===== src/verilog/uart_cfg_pkg.sv =====
`default_nettype none

package uart_cfg_pkg;

	// one clock, one rate: 25 MHz clock, 1.5625 Mbaud
	localparam int CLKS_PER_BIT = 16;
	// sampling point measured from the start edge
	localparam int HALF_BIT = CLKS_PER_BIT / 2;

	// start, 8 data, stop
	localparam int FRAME_BITS = 10;

	// per direction buffering
	localparam int FIFO_DEPTH = 8;
	localparam int FIFO_AW = 3;

	// wide enough for CLKS_PER_BIT - 1
	localparam int BIT_CNT_W = 5;

endpackage

`default_nettype wire


===== src/verilog/uart_types_pkg.sv =====
`default_nettype none

package uart_types_pkg;
	import uart_cfg_pkg::*;

	typedef logic [7:0] uart_byte_t;
	typedef logic [FIFO_AW:0] fifo_level_t;
	typedef logic [BIT_CNT_W-1:0] bit_cnt_t;

	// sticky receive errors, cleared only by reset
	typedef struct packed {
		logic frame_err;
		logic overrun;
	} uart_status_t;

	typedef enum logic [1:0] {
		TX_IDLE,
		TX_LOAD,
		TX_SHIFT
	} tx_state_e;

	typedef enum logic [1:0] {
		RX_IDLE,
		RX_START,
		RX_DATA,
		RX_STOP
	} rx_state_e;

	// four-phase handshake, shared by both host channels
	typedef enum logic [1:0] {
		HS_IDLE,
		HS_ACK,
		HS_WAIT_DROP
	} hs_state_e;

endpackage

`default_nettype wire


===== src/verilog/uart_fifo.sv =====
`timescale 1ns/1ps
`default_nettype none

module uart_fifo
	import uart_cfg_pkg::*;
	import uart_types_pkg::*;
(
	input wire clk_in,
	input wire rst_n,
	input wire push,
	input wire uart_byte_t push_data,
	input wire pop,
	output uart_byte_t head,
	output logic empty,
	output logic full,
	output fifo_level_t level
);

	uart_byte_t mem [FIFO_DEPTH];
	logic [FIFO_AW-1:0] wr_ptr;
	logic [FIFO_AW-1:0] rd_ptr;
	fifo_level_t count;
	logic do_push;
	logic do_pop;

	// requests past the limits are dropped
	assign do_push = push && !full;
	assign do_pop = pop && !empty;

	// first word fall through
	assign head = mem[rd_ptr];
	assign empty = (count == '0);
	assign full = (count == fifo_level_t'(FIFO_DEPTH));
	assign level = count;

	always_ff @(posedge clk_in) begin
		if (do_push) begin
			mem[wr_ptr] <= push_data;
		end
	end

	always_ff @(posedge clk_in) begin
		if (!rst_n) begin
			wr_ptr <= '0;
			rd_ptr <= '0;
			count <= '0;
		end else begin
			if (do_push) begin
				wr_ptr <= wr_ptr + 1'b1;
			end
			if (do_pop) begin
				rd_ptr <= rd_ptr + 1'b1;
			end
			case ({do_push, do_pop})
				2'b10: count <= count + 1'b1;
				2'b01: count <= count - 1'b1;
				default: count <= count;
			endcase
		end
	end

	// writers and readers are expected to honour full and empty
	a_push_full: assert property (@(posedge clk_in) disable iff (!rst_n) full |-> !push)
		else $error("push into a full fifo");
	a_pop_empty: assert property (@(posedge clk_in) disable iff (!rst_n) empty |-> !pop)
		else $error("pop from an empty fifo");

endmodule

`default_nettype wire


===== src/verilog/uart_host_port.sv =====
`timescale 1ns/1ps
`default_nettype none

module uart_host_port
	import uart_types_pkg::*;
(
	input wire clk_in,
	input wire rst_n,
	input wire tx_req,
	input wire uart_byte_t tx_data,
	output logic tx_ack,
	input wire rx_req,
	output uart_byte_t rx_data,
	output logic rx_ack,
	output logic txf_push,
	output uart_byte_t txf_data,
	input wire txf_full,
	output logic rxf_pop,
	input wire uart_byte_t rxf_head,
	input wire rxf_empty
);

	hs_state_e tx_state;
	hs_state_e rx_state;
	uart_byte_t rx_hold;

	// common four-phase sequencing for both channels
	function automatic hs_state_e hs_next(input hs_state_e cur, input logic req,
		input logic take);
		hs_state_e nxt;
		nxt = cur;
		case (cur)
			HS_IDLE: if (take) nxt = HS_ACK;
			HS_ACK: if (!req) nxt = HS_WAIT_DROP;
			default: nxt = HS_IDLE;
		endcase
		return nxt;
	endfunction

	// write side, push lands on the edge that raises the ack
	assign txf_push = (tx_state == HS_IDLE) && tx_req && !txf_full;
	assign txf_data = tx_data;
	assign tx_ack = (tx_state != HS_IDLE);

	// read side, head goes into the hold register
	assign rxf_pop = (rx_state == HS_IDLE) && rx_req && !rxf_empty;
	assign rx_data = rx_hold;
	assign rx_ack = (rx_state != HS_IDLE);

	always_ff @(posedge clk_in) begin
		if (!rst_n) begin
			tx_state <= HS_IDLE;
			rx_state <= HS_IDLE;
		end else begin
			tx_state <= hs_next(tx_state, tx_req, txf_push);
			rx_state <= hs_next(rx_state, rx_req, rxf_pop);
		end
	end

	// stays valid while the ack is up
	always_ff @(posedge clk_in) begin
		if (rxf_pop) begin
			rx_hold <= rxf_head;
		end
	end

	a_tx_ack_req: assert property (@(posedge clk_in) disable iff (!rst_n)
		$rose(tx_ack) |-> $past(tx_req))
		else $error("tx_ack rose without tx_req");
	a_rx_ack_req: assert property (@(posedge clk_in) disable iff (!rst_n)
		$rose(rx_ack) |-> $past(rx_req))
		else $error("rx_ack rose without rx_req");

endmodule

`default_nettype wire


===== src/verilog/uart_transmitter.sv =====
`timescale 1ns/1ps
`default_nettype none

module uart_transmitter
	import uart_cfg_pkg::*;
	import uart_types_pkg::*;
(
	input wire clk_in,
	input wire rst_n,
	input wire uart_byte_t fifo_head,
	input wire fifo_empty,
	output logic fifo_pop,
	output logic tx
);

	tx_state_e state;
	// stop, data lsb first, start
	logic [FRAME_BITS-1:0] shreg;
	bit_cnt_t bit_timer;
	logic [3:0] bit_idx;
	logic bit_end;

	assign bit_end = (bit_timer == bit_cnt_t'(CLKS_PER_BIT - 1));

	// byte is taken in the load cycle
	assign fifo_pop = (state == TX_LOAD);

	// line is the low end of the shift register, ones fill in behind
	assign tx = shreg[0];

	always_ff @(posedge clk_in) begin
		if (!rst_n) begin
			state <= TX_IDLE;
			shreg <= '1;
			bit_timer <= '0;
			bit_idx <= '0;
		end else begin
			case (state)
				TX_IDLE: begin
					if (!fifo_empty) begin
						state <= TX_LOAD;
					end
				end
				TX_LOAD: begin
					shreg <= {1'b1, fifo_head, 1'b0};
					bit_timer <= '0;
					bit_idx <= '0;
					state <= TX_SHIFT;
				end
				TX_SHIFT: begin
					if (bit_end) begin
						bit_timer <= '0;
						shreg <= {1'b1, shreg[FRAME_BITS-1:1]};
						// extra idle-high bit time after the stop bit
						if (bit_idx == 4'(FRAME_BITS)) begin
							state <= TX_IDLE;
						end else begin
							bit_idx <= bit_idx + 1'b1;
						end
					end else begin
						bit_timer <= bit_timer + 1'b1;
					end
				end
				default: begin
					state <= TX_IDLE;
				end
			endcase
		end
	end

endmodule

`default_nettype wire


===== src/verilog/uart_receiver.sv =====
`timescale 1ns/1ps
`default_nettype none

module uart_receiver
	import uart_cfg_pkg::*;
	import uart_types_pkg::*;
(
	input wire clk_in,
	input wire rst_n,
	input wire rx,
	input wire fifo_full,
	output logic fifo_push,
	output uart_byte_t fifo_data,
	output uart_status_t status
);

	logic rx_meta;
	logic rx_sync;
	rx_state_e state;
	bit_cnt_t bit_timer;
	logic [2:0] bit_idx;
	uart_byte_t shift_data;
	uart_status_t status_q;
	logic half_end;
	logic bit_end;

	assign half_end = (bit_timer == bit_cnt_t'(HALF_BIT - 1));
	assign bit_end = (bit_timer == bit_cnt_t'(CLKS_PER_BIT - 1));
	assign fifo_data = shift_data;
	assign status = status_q;

	// line idles high
	always_ff @(posedge clk_in) begin
		if (!rst_n) begin
			rx_meta <= 1'b1;
			rx_sync <= 1'b1;
		end else begin
			rx_meta <= rx;
			rx_sync <= rx_meta;
		end
	end

	always_ff @(posedge clk_in) begin
		if (!rst_n) begin
			state <= RX_IDLE;
			bit_timer <= '0;
			bit_idx <= '0;
			fifo_push <= 1'b0;
			status_q <= '0;
		end else begin
			fifo_push <= 1'b0;
			case (state)
				RX_IDLE: begin
					bit_timer <= '0;
					if (!rx_sync) begin
						state <= RX_START;
					end
				end
				RX_START: begin
					if (half_end) begin
						bit_timer <= '0;
						bit_idx <= '0;
						// start bit gone at mid-bit means a glitch
						state <= rx_sync ? RX_IDLE : RX_DATA;
					end else begin
						bit_timer <= bit_timer + 1'b1;
					end
				end
				RX_DATA: begin
					if (bit_end) begin
						bit_timer <= '0;
						bit_idx <= bit_idx + 1'b1;
						if (bit_idx == 3'd7) begin
							state <= RX_STOP;
						end
					end else begin
						bit_timer <= bit_timer + 1'b1;
					end
				end
				RX_STOP: begin
					if (bit_end) begin
						bit_timer <= '0;
						state <= RX_IDLE;
						if (!rx_sync) begin
							status_q.frame_err <= 1'b1;
						end else if (fifo_full) begin
							status_q.overrun <= 1'b1;
						end else begin
							fifo_push <= 1'b1;
						end
					end else begin
						bit_timer <= bit_timer + 1'b1;
					end
				end
				default: begin
					state <= RX_IDLE;
				end
			endcase
		end
	end

	// data arrives lsb first
	always_ff @(posedge clk_in) begin
		if (state == RX_DATA && bit_end) begin
			shift_data <= {rx_sync, shift_data[7:1]};
		end
	end

endmodule

`default_nettype wire


===== src/verilog/uart_driver.sv =====
`timescale 1ns/1ps
`default_nettype none

module uart_driver
	import uart_types_pkg::*;
(
	input wire clk_in,
	input wire rst_n,
	input wire tx_req,
	input wire uart_byte_t tx_data,
	output logic tx_ack,
	input wire rx_req,
	output uart_byte_t rx_data,
	output logic rx_ack,
	output logic tx,
	input wire rx,
	output uart_status_t status
);

	// transmit path
	logic txf_push;
	logic txf_pop;
	logic txf_full;
	logic txf_empty;
	uart_byte_t txf_data;
	uart_byte_t txf_head;

	// receive path
	logic rxf_push;
	logic rxf_pop;
	logic rxf_full;
	logic rxf_empty;
	uart_byte_t rxf_data;
	uart_byte_t rxf_head;

	uart_host_port u_host_port (
		.clk_in(clk_in),
		.rst_n(rst_n),
		.tx_req(tx_req),
		.tx_data(tx_data),
		.tx_ack(tx_ack),
		.rx_req(rx_req),
		.rx_data(rx_data),
		.rx_ack(rx_ack),
		.txf_push(txf_push),
		.txf_data(txf_data),
		.txf_full(txf_full),
		.rxf_pop(rxf_pop),
		.rxf_head(rxf_head),
		.rxf_empty(rxf_empty)
	);

	uart_fifo u_tx_fifo (
		.clk_in(clk_in),
		.rst_n(rst_n),
		.push(txf_push),
		.push_data(txf_data),
		.pop(txf_pop),
		.head(txf_head),
		.empty(txf_empty),
		.full(txf_full),
		.level()
	);

	uart_fifo u_rx_fifo (
		.clk_in(clk_in),
		.rst_n(rst_n),
		.push(rxf_push),
		.push_data(rxf_data),
		.pop(rxf_pop),
		.head(rxf_head),
		.empty(rxf_empty),
		.full(rxf_full),
		.level()
	);

	uart_transmitter u_transmitter (
		.clk_in(clk_in),
		.rst_n(rst_n),
		.fifo_head(txf_head),
		.fifo_empty(txf_empty),
		.fifo_pop(txf_pop),
		.tx(tx)
	);

	uart_receiver u_receiver (
		.clk_in(clk_in),
		.rst_n(rst_n),
		.rx(rx),
		.fifo_full(rxf_full),
		.fifo_push(rxf_push),
		.fifo_data(rxf_data),
		.status(status)
	);

endmodule

`default_nettype wire


===== config.mk =====
export PLATFORM = sky130hd
export DESIGN_NAME = uart_driver
export DESIGN_NICKNAME = d
export VERILOG_FILES = /design/src/verilog/uart_cfg_pkg.sv /design/src/verilog/uart_types_pkg.sv /design/src/verilog/uart_fifo.sv /design/src/verilog/uart_host_port.sv /design/src/verilog/uart_transmitter.sv /design/src/verilog/uart_receiver.sv /design/src/verilog/uart_driver.sv
export SDC_FILE = /design/constraint.sdc
export NUM_CORES = 1
export LEC_CHECK = 0
export ABC_AREA = 0
export ABC_CLOCK_PERIOD_IN_PS = 2900
export BUFFER_PORTS_ARGS = -buffer_cell sky130_fd_sc_hd__buf_4
export CORE_MARGIN = 3
export CORE_UTILIZATION = 62
export CTS_CLUSTER_DIAMETER = 100
export DETAILED_ROUTE_END_ITERATION = 16
export PLACE_DENSITY_LB_ADDON = 0.15
export SLEW_MARGIN = 20
export SYNTH_ARGS = -nofsm -noshare
export SYNTH_HDL_FRONTEND = slang
export SYNTH_SLANG_ARGS = --single-unit

===== constraint.sdc =====
create_clock -name clk_in -period 2.9 [get_ports clk_in]
set_input_delay 0.58 -clock clk_in [delete_from_list [all_inputs] [get_ports clk_in]]
set_output_delay 0.58 -clock clk_in [all_outputs]
set_load 0.05 [all_outputs]

==> results of run 1 <==
-- state kept, by name (all words and copies together) (netlist names), 2 cells and up, named ones only --
name / count
u_host_port.rx_data: 8
u_host_port.rx_state: 2
u_host_port.tx_state: 2
u_receiver.bit_idx: 3
u_receiver.bit_timer: 5
u_receiver.fifo_data: 8
u_receiver.status: 2
u_rx_fifo.level: 4
u_rx_fifo.mem: 64
u_rx_fifo.rd_ptr: 3
u_rx_fifo.wr_ptr: 3
u_transmitter.bit_idx: 4
u_transmitter.bit_timer: 5
u_transmitter.shreg: 9
u_transmitter.state: 2
u_tx_fifo.level: 4
u_tx_fifo.mem: 64
u_tx_fifo.rd_ptr: 3
u_tx_fifo.wr_ptr: 3
-- cells by family (layout without fill, tap and decap cells) --
kind of cell	count (synthesis)	in the layout
and+or+nand+nor	153	153
muxes	49	49
buffers and inverters	50	107
xor gates and xnor gates	15	15
adders and majority gates	28	28
DFF	206	206
AOI/OAI and AO/OA	63	63
-- layer usage --
layer	wire (um)	up-vias	global-route usage
met1	6300	2364	0.256
met4	323	0	0.0692
met2	8190	116	0.393
met3	676	27	0.0361
li1	-	2226	-
met5	0	-	0
-- worst register-to-register path: stages (launching register included) --
cell,delay (ns)
dfxtp_1,0.34
or4_1,0.53
and3_1,0.20
ha_1,0.24
ha_1,0.34
a21oi_1,0.24
a21oi_1,0.14
or4_1,0.48
a21oi_1,0.16
-- layout by cell type, fill, tap and decap left out, types with 9 or more instances in the layout --
master / instances
dfxtp_1: 62
nand2_1: 30
mux4_2: 18
nand3_1: 12
a21oi_1: 20
inv_1: 20
edfxtp_1: 144
nor2_1: 48
mux4_1: 14
buf_4: 47
xor2_1: 11
nor2b_1: 9
nor3_1: 9
ha_1: 27
clkbuf_16: 21
mux2_2: 9
a211oi_1: 9
-- path summary, 6_finish.rpt --
kind	start	to	slack (ns)
setup / recovery	u_rx_fifo.level[3]$_SDFFE_PN0P_	u_rx_fifo.level[3]$_SDFFE_PN0P_	0.17
hold / removal	rx_req	u_host_port.rx_state[1]$_SDFFE_PN0P_	0.27
hold reg to reg	u_receiver.rx_meta$_SDFF_PN1_	u_receiver.rx_sync$_SDFF_PN1_	0.40
setup reg to reg	u_rx_fifo.level[3]$_SDFFE_PN0P_	u_rx_fifo.level[3]$_SDFFE_PN0P_	0.17
-- through the flow --
step	area, um2	instances	hold slack, ns	total power [mW]
floorplan	8490	564	0.386	3.99
global placement	8890	759	0.393	4.11
detailed placement	8890	759	0.394	4.15
CTS	9550	797	0.257	6.75
global route	9550	797	0.266	6.95
finish	9550	797	0.269	6.69
-- power groups by stage --
stage	registers (mW)	logic, mW	clock network, mW
global placement	3.42	0.683	0
floorplan	3.40	0.595	0
detailed placement	3.43	0.717	0
global route	3.39	0.801	2.76
finish	3.37	0.723	2.59
CTS	3.37	0.726	2.65
-- area by class of cell --
| cell class | count | area [um2] | area share |
|---|---|---|---|
| inverters | 22 | 83.8 | 0.00878 |
| flip-flops and latches | 206 | 5570 | 0.583 |
| repair buffers | 47 | 353 | 0.0370 |
| multi-input cells | 308 | 2670 | 0.279 |
| clock buffers | 25 | 541 | 0.0566 |
| clock inverters | 13 | 119 | 0.0124 |
| well taps | 176 | 220 | 0.0231 |
==> results_dict.tcl, run 1 <==
set metrics [dict create \
    crit_top_cell "a21oi_1" \
    comb_power_share 0.108 \
    globalplace.congestion 0.770 \
    cp.required_ns 3.32 \
    fill_cells 827 \
    overflow 0 \
    clock_power_share 0.388 \
    p_int_mw 5.07 \
    cts_setup_buffers 0 \
    cp_max_fo 4 \
    antenna_cells 0 \
    final_util 0.718 \
    grt_pass1_wl_um 24600 \
    setup_slack_ns 0.165 \
    drive_above_1_share 0.180 \
    finalHoldViolCount 0 \
    ctsResizeCount 0 \
    synthCells 564 \
    yosysWarnings 0 \
    via_count 4733 \
    setup_viol 0 \
    first_global_vias 4826 \
    hold_buffers 0 \
    vias_per_cell 5.94 \
    die_x_um 123 \
    async_flop_share 0 \
    muxShareOfSynthArea 0.112 \
    synth_flop_cell "edfxtp_1" \
    slowest_delay_ns 0.53 \
    worst-setup-path-type "flop to flop" \
    synth_top_family_by_area "multiplexers" \
    start_kind "flop" \
    period_minus_slack_ns 2.73 \
    maxCapViolations 0 \
    power.density_mw_per_mm2 701 \
    path_buf_inv 0 \
    crit_cells 8 \
    syn-num-nets 605 \
    clkLatencyLatePin_ns 0.50 \
    min_path_type "input port to flop" \
    port_buffers 25 \
    worstPathArrival_ns 3.15 \
    clk_pin_slew_ns 0.06 \
    grt_use_total 0.214 \
    clock-sinks 206 \
    cts_tree "yes" \
    die_area_mm2 0.0151 \
    tightest_slew_ns 1.00 \
    fp.dieH_um 123 \
    cts_buffers 21 \
    place_ws_ns 0.257 \
    antenna_found_initial 0 \
    yosysTopAreaCell "edfxtp_1" \
    synth_area_mm2 0.00849 \
    start_util 0.639 \
    setup-tns-final_ns 0 \
    synth_edf_count 144 \
    drtPass1Iterations 4 \
    synth_top_area_frac 0.509 \
    run_status "completed" \
    yosysMostFrequentCell "edfxtp_1" \
    power.sequential.fraction 0.504 \
    fmaxAchievable_mhz 366 \
    htreeDepth 1 \
    cts-root-buf "clkbuf_16" \
    cp_slowest_cell "or4_1" \
    syn_area_per_cell_um2 15.1 \
    swShare 0.242 \
    netlist_top_cells_count "144 x edfxtp_1, 62 x dfxtp_1, 48 x nor2_1, 30 x nand2_1, 27 x ha_1" \
    cts_buffer_depth 3 \
    finalCritPeriodShare 0.943 \
    nets 647 \
    first_iter_violations 305 \
    fin_skew_ns 0.0203 \
    synth_xor_area_frac 0.0155 \
    drv_slew 0 \
    yosys.area_share.adder 0.0421 \
    dp_hpwl_um 9620 \
    ir_worst_vdd_uv 827 \
    yosys.area_share.simple 0.0921 \
    switchingPower_mw 1.62 \
    synth_compound_area_frac 0.0511 \
    post_drt_wl_per_cell_um 19.4 \
    synthTopCellsByArea "edfxtp_1 51%, dfxtp_1 15%, mux4_2 4.8%" \
    synthToLayoutAreaGrowth_pct 12.4 \
    cpLargestDelayFamily "simple AND/OR/NAND/NOR gates" \
    ant_nets 0 \
    synth-seq-cells 206 \
    grt_setup_unrepaired "no" \
    rows 42 \
    wl_um 15500 \
    pin_count 26 \
    drc 0 \
    synth.distinct_cells 61 \
    slew_headroom 0.330 \
    cellLeakagePower_nw 3.32 \
    crit_path_end_kind "flop" \
    core_area_mm2 0.0133 \
    seq_area_frac_synth 0.655 \
    r2r_cells 8 \
    grt_max_degree 22 \
    min_path_cells 2 \
    crit_chain "or4_1 > and3_1 > ha_1 > ha_1 > a21oi_1 > a21oi_1 > or4_1 > a21oi_1" \
]
Power figures use the tool's default switching activity.
==> run 2, diff against run 1 <==
--- a/config.mk
+++ b/config.mk
@@ -5,13 +5,14 @@
 export SDC_FILE = /design/constraint.sdc
 export NUM_CORES = 1
 export LEC_CHECK = 0
-export ABC_AREA = 0
+export ABC_AREA = 1
 export ABC_CLOCK_PERIOD_IN_PS = 2900
 export BUFFER_PORTS_ARGS = -buffer_cell sky130_fd_sc_hd__buf_4
 export CORE_MARGIN = 3
 export CORE_UTILIZATION = 62
 export CTS_CLUSTER_DIAMETER = 100
 export DETAILED_ROUTE_END_ITERATION = 16
+export HOLD_SLACK_MARGIN = 0.05
 export PLACE_DENSITY_LB_ADDON = 0.15
 export SLEW_MARGIN = 20
 export SYNTH_ARGS = -nofsm -noshare
==> results_dict.tcl, run 2 <==
set metrics [dict create \
    tightest_slew_ns 0.995 \
    clock_power_share 0.302 \
    drc 0 \
    cellLeakagePower_nw 3.62 \
    fill_cells 968 \
    muxShareOfSynthArea 0 \
    dp_hpwl_um 10800 \
    synth_compound_area_frac 0.0786 \
    postPlaceCellArea_mm2 0.00890 \
    netlist_top_cells_count "144 x edfxtp_1, 136 x nand2_1, 101 x nor2_1, 79 x nand3_1, 62 x dfxtp_1" \
    htreeDepth 1 \
    seq_area_frac_synth 0.654 \
    port_buffers 25 \
    cts_setup_buffers 0 \
    cts_tree "yes" \
    worst-setup-path-type "flop to flop" \
    synth.distinct_cells 34 \
    antenna_found_initial 0 \
    grt_setup_unrepaired "no" \
    yosys.area_share.simple 0.173 \
    switchingPower_mw 2.81 \
    fin_skew_ns 0.0108 \
    cts_buffer_depth 3 \
    grt_pass1_wl_um 27300 \
    syn-num-nets 845 \
    comb_power_share 0.279 \
    p_int_mw 5.74 \
    finalCritPeriodShare 0.733 \
    yosysTopAreaCell "edfxtp_1" \
    setup_slack_ns 0.775 \
    synth_top_family_by_area "simple AND/OR/NAND/NOR gates" \
    drive_above_1_share 0.100 \
    yosysMostFrequentCell "edfxtp_1" \
    grt_use_total 0.230 \
    crit_path_end_kind "flop" \
    ant_nets 0 \
    synthCells 804 \
    yosys.area_share.adder 0.0420 \
    final_util 0.718 \
    power.sequential.fraction 0.419 \
    synth_top_area_frac 0.508 \
    wl_um 17000 \
    antenna_cells 0 \
    start_kind "flop" \
    final_common_cell "edfxtp_1" \
    async_flop_share 0 \
    vias_per_cell 5.63 \
    die_x_um 123 \
    run_status "completed" \
    setup_viol 0 \
    worstPathArrival_ns 2.32 \
    maxCapViolations 0 \
    period_minus_slack_ns 2.13 \
    drtPass1Iterations 5 \
    rows 42 \
    place_ws_ns 0.646 \
    yosysWarnings 0 \
    drv_slew 0 \
    reg_top3 "u_rx_fifo.mem (64), u_tx_fifo.mem (64), u_transmitter.shreg (9)" \
    holdWs_ns 0.273 \
    ir_worst_vdd_uv 673 \
    power.density_mw_per_mm2 892 \
    min_path_type "input port to flop" \
    ctsResizeCount 0 \
    synth_xor_area_frac 0.00514 \
    syn_area_per_cell_um2 10.6 \
    overflow 0 \
    first_iter_violations 429 \
    synth_flop_cell "edfxtp_1" \
    final_area_mm2 0.00958 \
    grt_max_degree 36 \
    cp_max_fo 7 \
    synth-seq-cells 206 \
    globalplace.congestion 0.871 \
    finalHoldViolCount 0 \
    setup-tns-final_ns 0 \
    slew_headroom 0.336 \
    clock-sinks 206 \
    cp.required_ns 3.09 \
    placed_cells 996 \
    start_util 0.638 \
    instances_no_fill 1032 \
    die_area_mm2 0.0152 \
    fp.dieH_um 123 \
    first_global_vias 5650 \
    synth_area_mm2 0.00851 \
    synthTopCellsByArea "edfxtp_1 51%, dfxtp_1 15%, nand2_1 6.0%" \
    clkLatencyLatePin_ns 0.49 \
    pin_count 26 \
    cts_buffers 20 \
    synthToLayoutAreaGrowth_pct 12.5 \
    cts-root-buf "clkbuf_16" \
    hold_buffers 0 \
    power_mw 8.55 \
    synth_edf_count 144 \
    post_drt_wl_per_cell_um 16.5 \
    nets 883 \
    fmaxAchievable_mhz 471 \
    swShare 0.329 \
    mostFrequentLayoutCells "144 x edfxtp_1, 136 x nand2_1, 101 x nor2_1, 79 x nand3_1, 62 x dfxtp_1" \
    core_area_mm2 0.0133 \
    via_count 5815 \
    clk_pin_slew_ns 0.07 \
]
-- run 2: cell types whose count changed after synthesis, moves of 9 or more --
| cell | before | now |
|---|---|---|
| o21ai_0 | 7 | 57 |
| nand2_1 | 30 | 136 |
| mux4_2 | 18 | 0 |
| nor2b_1 | 9 | 0 |
| nor2_1 | 48 | 101 |
| mux2_2 | 9 | 0 |
| inv_1 | 20 | 61 |
| a21oi_1 | 20 | 41 |
| nand3_1 | 12 | 79 |
| mux4_1 | 14 | 0 |
-- run 2: final timing paths --
path / startpoint / endpoint / slack [ns] / cells after the start
worst min-delay path: tx_req / u_host_port.tx_state[1]$_SDFFE_PN0P_ / 0.27 / 2
worst max-delay path: u_rx_fifo.level[1]$_SDFFE_PN0P_ / u_rx_fifo.mem[0][6]$_DFFE_PP_ / 0.77 / 7
worst min register to register: u_receiver.rx_meta$_SDFF_PN1_ / u_receiver.rx_sync$_SDFF_PN1_ / 0.41 / 1
worst max register to register: u_rx_fifo.level[1]$_SDFFE_PN0P_ / u_rx_fifo.mem[0][6]$_DFFE_PP_ / 0.77 / 7
-- run 2: power groups by stage --
stage | combinational [mW] | clock [mW] | sequential [mW]
after floorplan | 1.62 | 0 | 3.78
after global placement | 2.23 | 0 | 3.62
after CTS | 2.38 | 2.61 | 3.58
after detailed placement | 2.36 | 0 | 3.64
after global routing | 2.68 | 2.72 | 3.61
final | 2.38 | 2.58 | 3.58
-- run 2: critical path, stage by stage, from the launching register on --
cell	delay (ns)
dfxtp_1	0.38
nor2_1	0.09
nand3_1	0.10
nand2_1	0.17
inv_1	0.12
nand2_1	0.13
nor2_1	0.57
buf_4	0.27
-- run 2: per-layer routing --
layer,vias to the layer above,wire length [um],part of all wire,global-route usage
met2,164,8650,0.51,0.397
li1,2849,-,-,-
met5,-,0,0,0
met1,2780,7160,0.42,0.303
met3,22,926,0.054,0.0325
met4,0,283,0.017,0.0713
-- run 2: logic make-up (layout without fill, tap and decap cells) --
group / count (synthesis) / count (layout)
buffers and inverters: 93 / 145
AOI/OAI and AO/OA: 125 / 125
DFF: 206 / 206
xor gates and xnor gates: 5 / 5
adders and majority gates: 28 / 28
and+or+nand+nor: 347 / 347
-- run 2: final cells by class --
class | count | area (um2) | area share
Multi-Input combinational cell | 505 | 2540 | 0.266
Clock inverter | 4 | 27.5 | 0.00287
Timing Repair Buffer | 44 | 330 | 0.0345
Tap cell | 176 | 220 | 0.0230
Inverter | 65 | 244 | 0.0255
Clock buffer | 32 | 649 | 0.0678
Sequential cell | 206 | 5570 | 0.581
==> run 3, diff against run 2 <==
--- a/config.mk
+++ b/config.mk
@@ -5,8 +5,8 @@
 export SDC_FILE = /design/constraint.sdc
 export NUM_CORES = 1
 export LEC_CHECK = 0
-export ABC_AREA = 1
-export ABC_CLOCK_PERIOD_IN_PS = 2900
+export ABC_AREA = 0
+export ABC_CLOCK_PERIOD_IN_PS = 2000
 export BUFFER_PORTS_ARGS = -buffer_cell sky130_fd_sc_hd__buf_4
 export CORE_MARGIN = 3
 export CORE_UTILIZATION = 62
==> constraint.sdc (replaced) <==
create_clock -name clk_in -period 2 [get_ports clk_in]
set_input_delay 0.4 -clock clk_in [delete_from_list [all_inputs] [get_ports clk_in]]
set_output_delay 0.4 -clock clk_in [all_outputs]
set_load 0.05 [all_outputs]
==> results_dict.tcl, run 3 (synthesis results as in run 1) <==
set metrics [dict create \
    port_buffers 25 \
    core_area_mm2 0.0133 \
    pin_count 26 \
    worst-setup-path-type "flop to flop" \
    cts_buffer_depth 3 \
    fill_cells 735 \
    tightest_slew_ns 0.590 \
    globalplace.congestion 0.745 \
    clk_pin_slew_ns 0.06 \
    min_path_type "input port to flop" \
    cp.required_ns 2.41 \
    finalHoldViolCount 0 \
    synthToLayoutAreaGrowth_pct 20.2 \
    slew_headroom 0.606 \
    dp_hpwl_um 9850 \
    nets 684 \
    worstPathArrival_ns 2.77 \
    cts_buffers 21 \
    cts-root-buf "clkbuf_16" \
    antenna_cells 0 \
    via_count 4877 \
    multi_input_area_mm2 0.00285 \
    grt_pass1_wl_um 25500 \
    cts_tree "yes" \
    ff_latch_area_mm2 0.00557 \
    drtPass1Iterations 4 \
    reg_top3 "u_rx_fifo.mem (64), u_tx_fifo.mem (64), u_transmitter.shreg (9)" \
    period_minus_slack_ns 2.35 \
    cp_max_fo 3 \
    final_util 0.768 \
    setup-tns-final_ns -1.19 \
    htreeDepth 1 \
    post_drt_wl_per_cell_um 19.0 \
    rr_endpoint "u_rx_fifo.level[3]$_SDFFE_PN0P_" \
    clock-sinks 206 \
    maxCapViolations 0 \
    drv_slew 0 \
    grt_use_total 0.217 \
    clkLatencyLatePin_ns 0.49 \
    run_status "complete, but fails checks" \
    start_kind "flop" \
    fmaxAchievable_mhz 425 \
    die_area_mm2 0.0151 \
    mostFrequentLayoutCells "144 x edfxtp_1, 77 x buf_4, 58 x dfxtp_1, 43 x nor2_1, 29 x nand2_1" \
    vias_per_cell 5.85 \
    finalCritPeriodShare 1.18 \
    crit_path_end_kind "flop" \
    drc 0 \
    fin_skew_ns 0.0164 \
    rows 42 \
    cellLeakagePower_nw 3.59 \
    die_x_um 123 \
    grt_max_degree 22 \
    overflow 0 \
    grt_setup_unrepaired "yes" \
    setup_slack_ns -0.355 \
    ant_nets 0 \
    final_common_cell "edfxtp_1" \
    ir_worst_vdd_uv 839 \
    crit_start "u_rx_fifo.level[3]$_SDFFE_PN0P_" \
    antenna_found_initial 0 \
    first_iter_violations 344 \
    rrSetupSlack_ns -0.35 \
    fp.dieH_um 123 \
    setup_viol 5 \
    drive_above_1_share 0.286 \
    start_util 0.639 \
    timing.rr.start "u_rx_fifo.level[3]$_SDFFE_PN0P_" \
    wl_um 15900 \
    first_global_vias 4991 \
    power.density_mw_per_mm2 1030 \
    r2r_cells 8 \
    worstSetupEndpoint "u_rx_fifo.level[3]$_SDFFE_PN0P_" \
    violations "negative setup slack" \
]
==> run 3: changes by cell type in the layout (fill, tap and decap cells not counted), sizes merged, moves of 9 or more <==
| cell | change |
|---|---|
| o21ai | -49 |
| a21oi | -21 |
| nor2 | -56 |
| mux2 | +9 |
| nor2b | +9 |
| mux4 | +32 |
| nand2 | -108 |
| nand3 | -67 |
| inv | -43 |
| buf | +40 |
==> run 3: per-stage QoR <==
step	std cells	hold WS [ns]	power [mW]	worst slack, ns	instance area, um2
2_1_floorplan	564	0.386	5.85	-0.333	8620
3_3_place_gp	790	0.397	6.15	-0.250	9280
3_5_place_dp	790	0.396	6.22	-0.351	9280
4_1_cts	830	0.0931	10.5	-0.326	10100
5_1_grt	834	0.0956	10.9	-0.415	10200
6_report	834	0.104	10.5	-0.355	10200
==> run 3: critical path: stages (launching register included) <==
cell and delay (ns):
dfxtp_2 0.33, or4_1 0.52, and3_4 0.18, ha_4 0.17, ha_4 0.30, nand3_2 0.09, and3_4 0.17, or4_4 0.41
a21oi_2 0.11
==> run 3: cell type report <==
| cell class | instances | share of cell area |
|---|---|---|
| tap | 176 | 0.0216 |
| clock buffer | 28 | 0.0570 |
| multi-input combinational | 308 | 0.279 |
| clock inverter | 10 | 0.0180 |
| sequential | 206 | 0.546 |
| timing repair buffer | 84 | 0.0686 |
| inverter | 22 | 0.00956 |
==> run 3: timing repair <==
action | CTS | global route
gates resized for setup | 17 | 16
endpoints found under the setup margin | 43 | 32
hold buffers | 0 | 0
buffers inserted | 2 | 4
pin swaps | 9 | 8
==> run 3: worst min path at each step <==
stage | from | end | slack, ns | cells after the start
after floorplan | u_receiver.rx_meta$_SDFF_PN1_ | u_receiver.rx_sync$_SDFF_PN1_ | 0.39 | 1
after global placement | u_receiver.rx_meta$_SDFF_PN1_ | u_receiver.rx_sync$_SDFF_PN1_ | 0.40 | 1
after detailed placement | u_receiver.rx_meta$_SDFF_PN1_ | u_receiver.rx_sync$_SDFF_PN1_ | 0.40 | 1
after CTS | rx | u_receiver.rx_meta$_SDFF_PN1_ | 0.09 | 2
after global routing | rx | u_receiver.rx_meta$_SDFF_PN1_ | 0.1 | 2
final | rx | u_receiver.rx_meta$_SDFF_PN1_ | 0.10 | 2
==> run 3: per-layer routing <==
| metal | GRT usage | part of all wire | vias up | wire (um) |
|---|---|---|---|---|
| met4 | 0.0526 | 0.016 | 0 | 253 |
| met3 | 0.0320 | 0.039 | 26 | 615 |
| li1 | - | - | 2309 | - |
| met2 | 0.400 | 0.54 | 96 | 8640 |
| met5 | 0 | 0 | - | 0 |
| met1 | 0.270 | 0.40 | 2446 | 6360 |
==> run 3: power breakdown <==
part	internal [mW]	switching, mW	leakage (nW)
clock	2.70	1.55	0.376
combinational	0.649	0.763	1.42
sequential	4.72	0.117	1.80
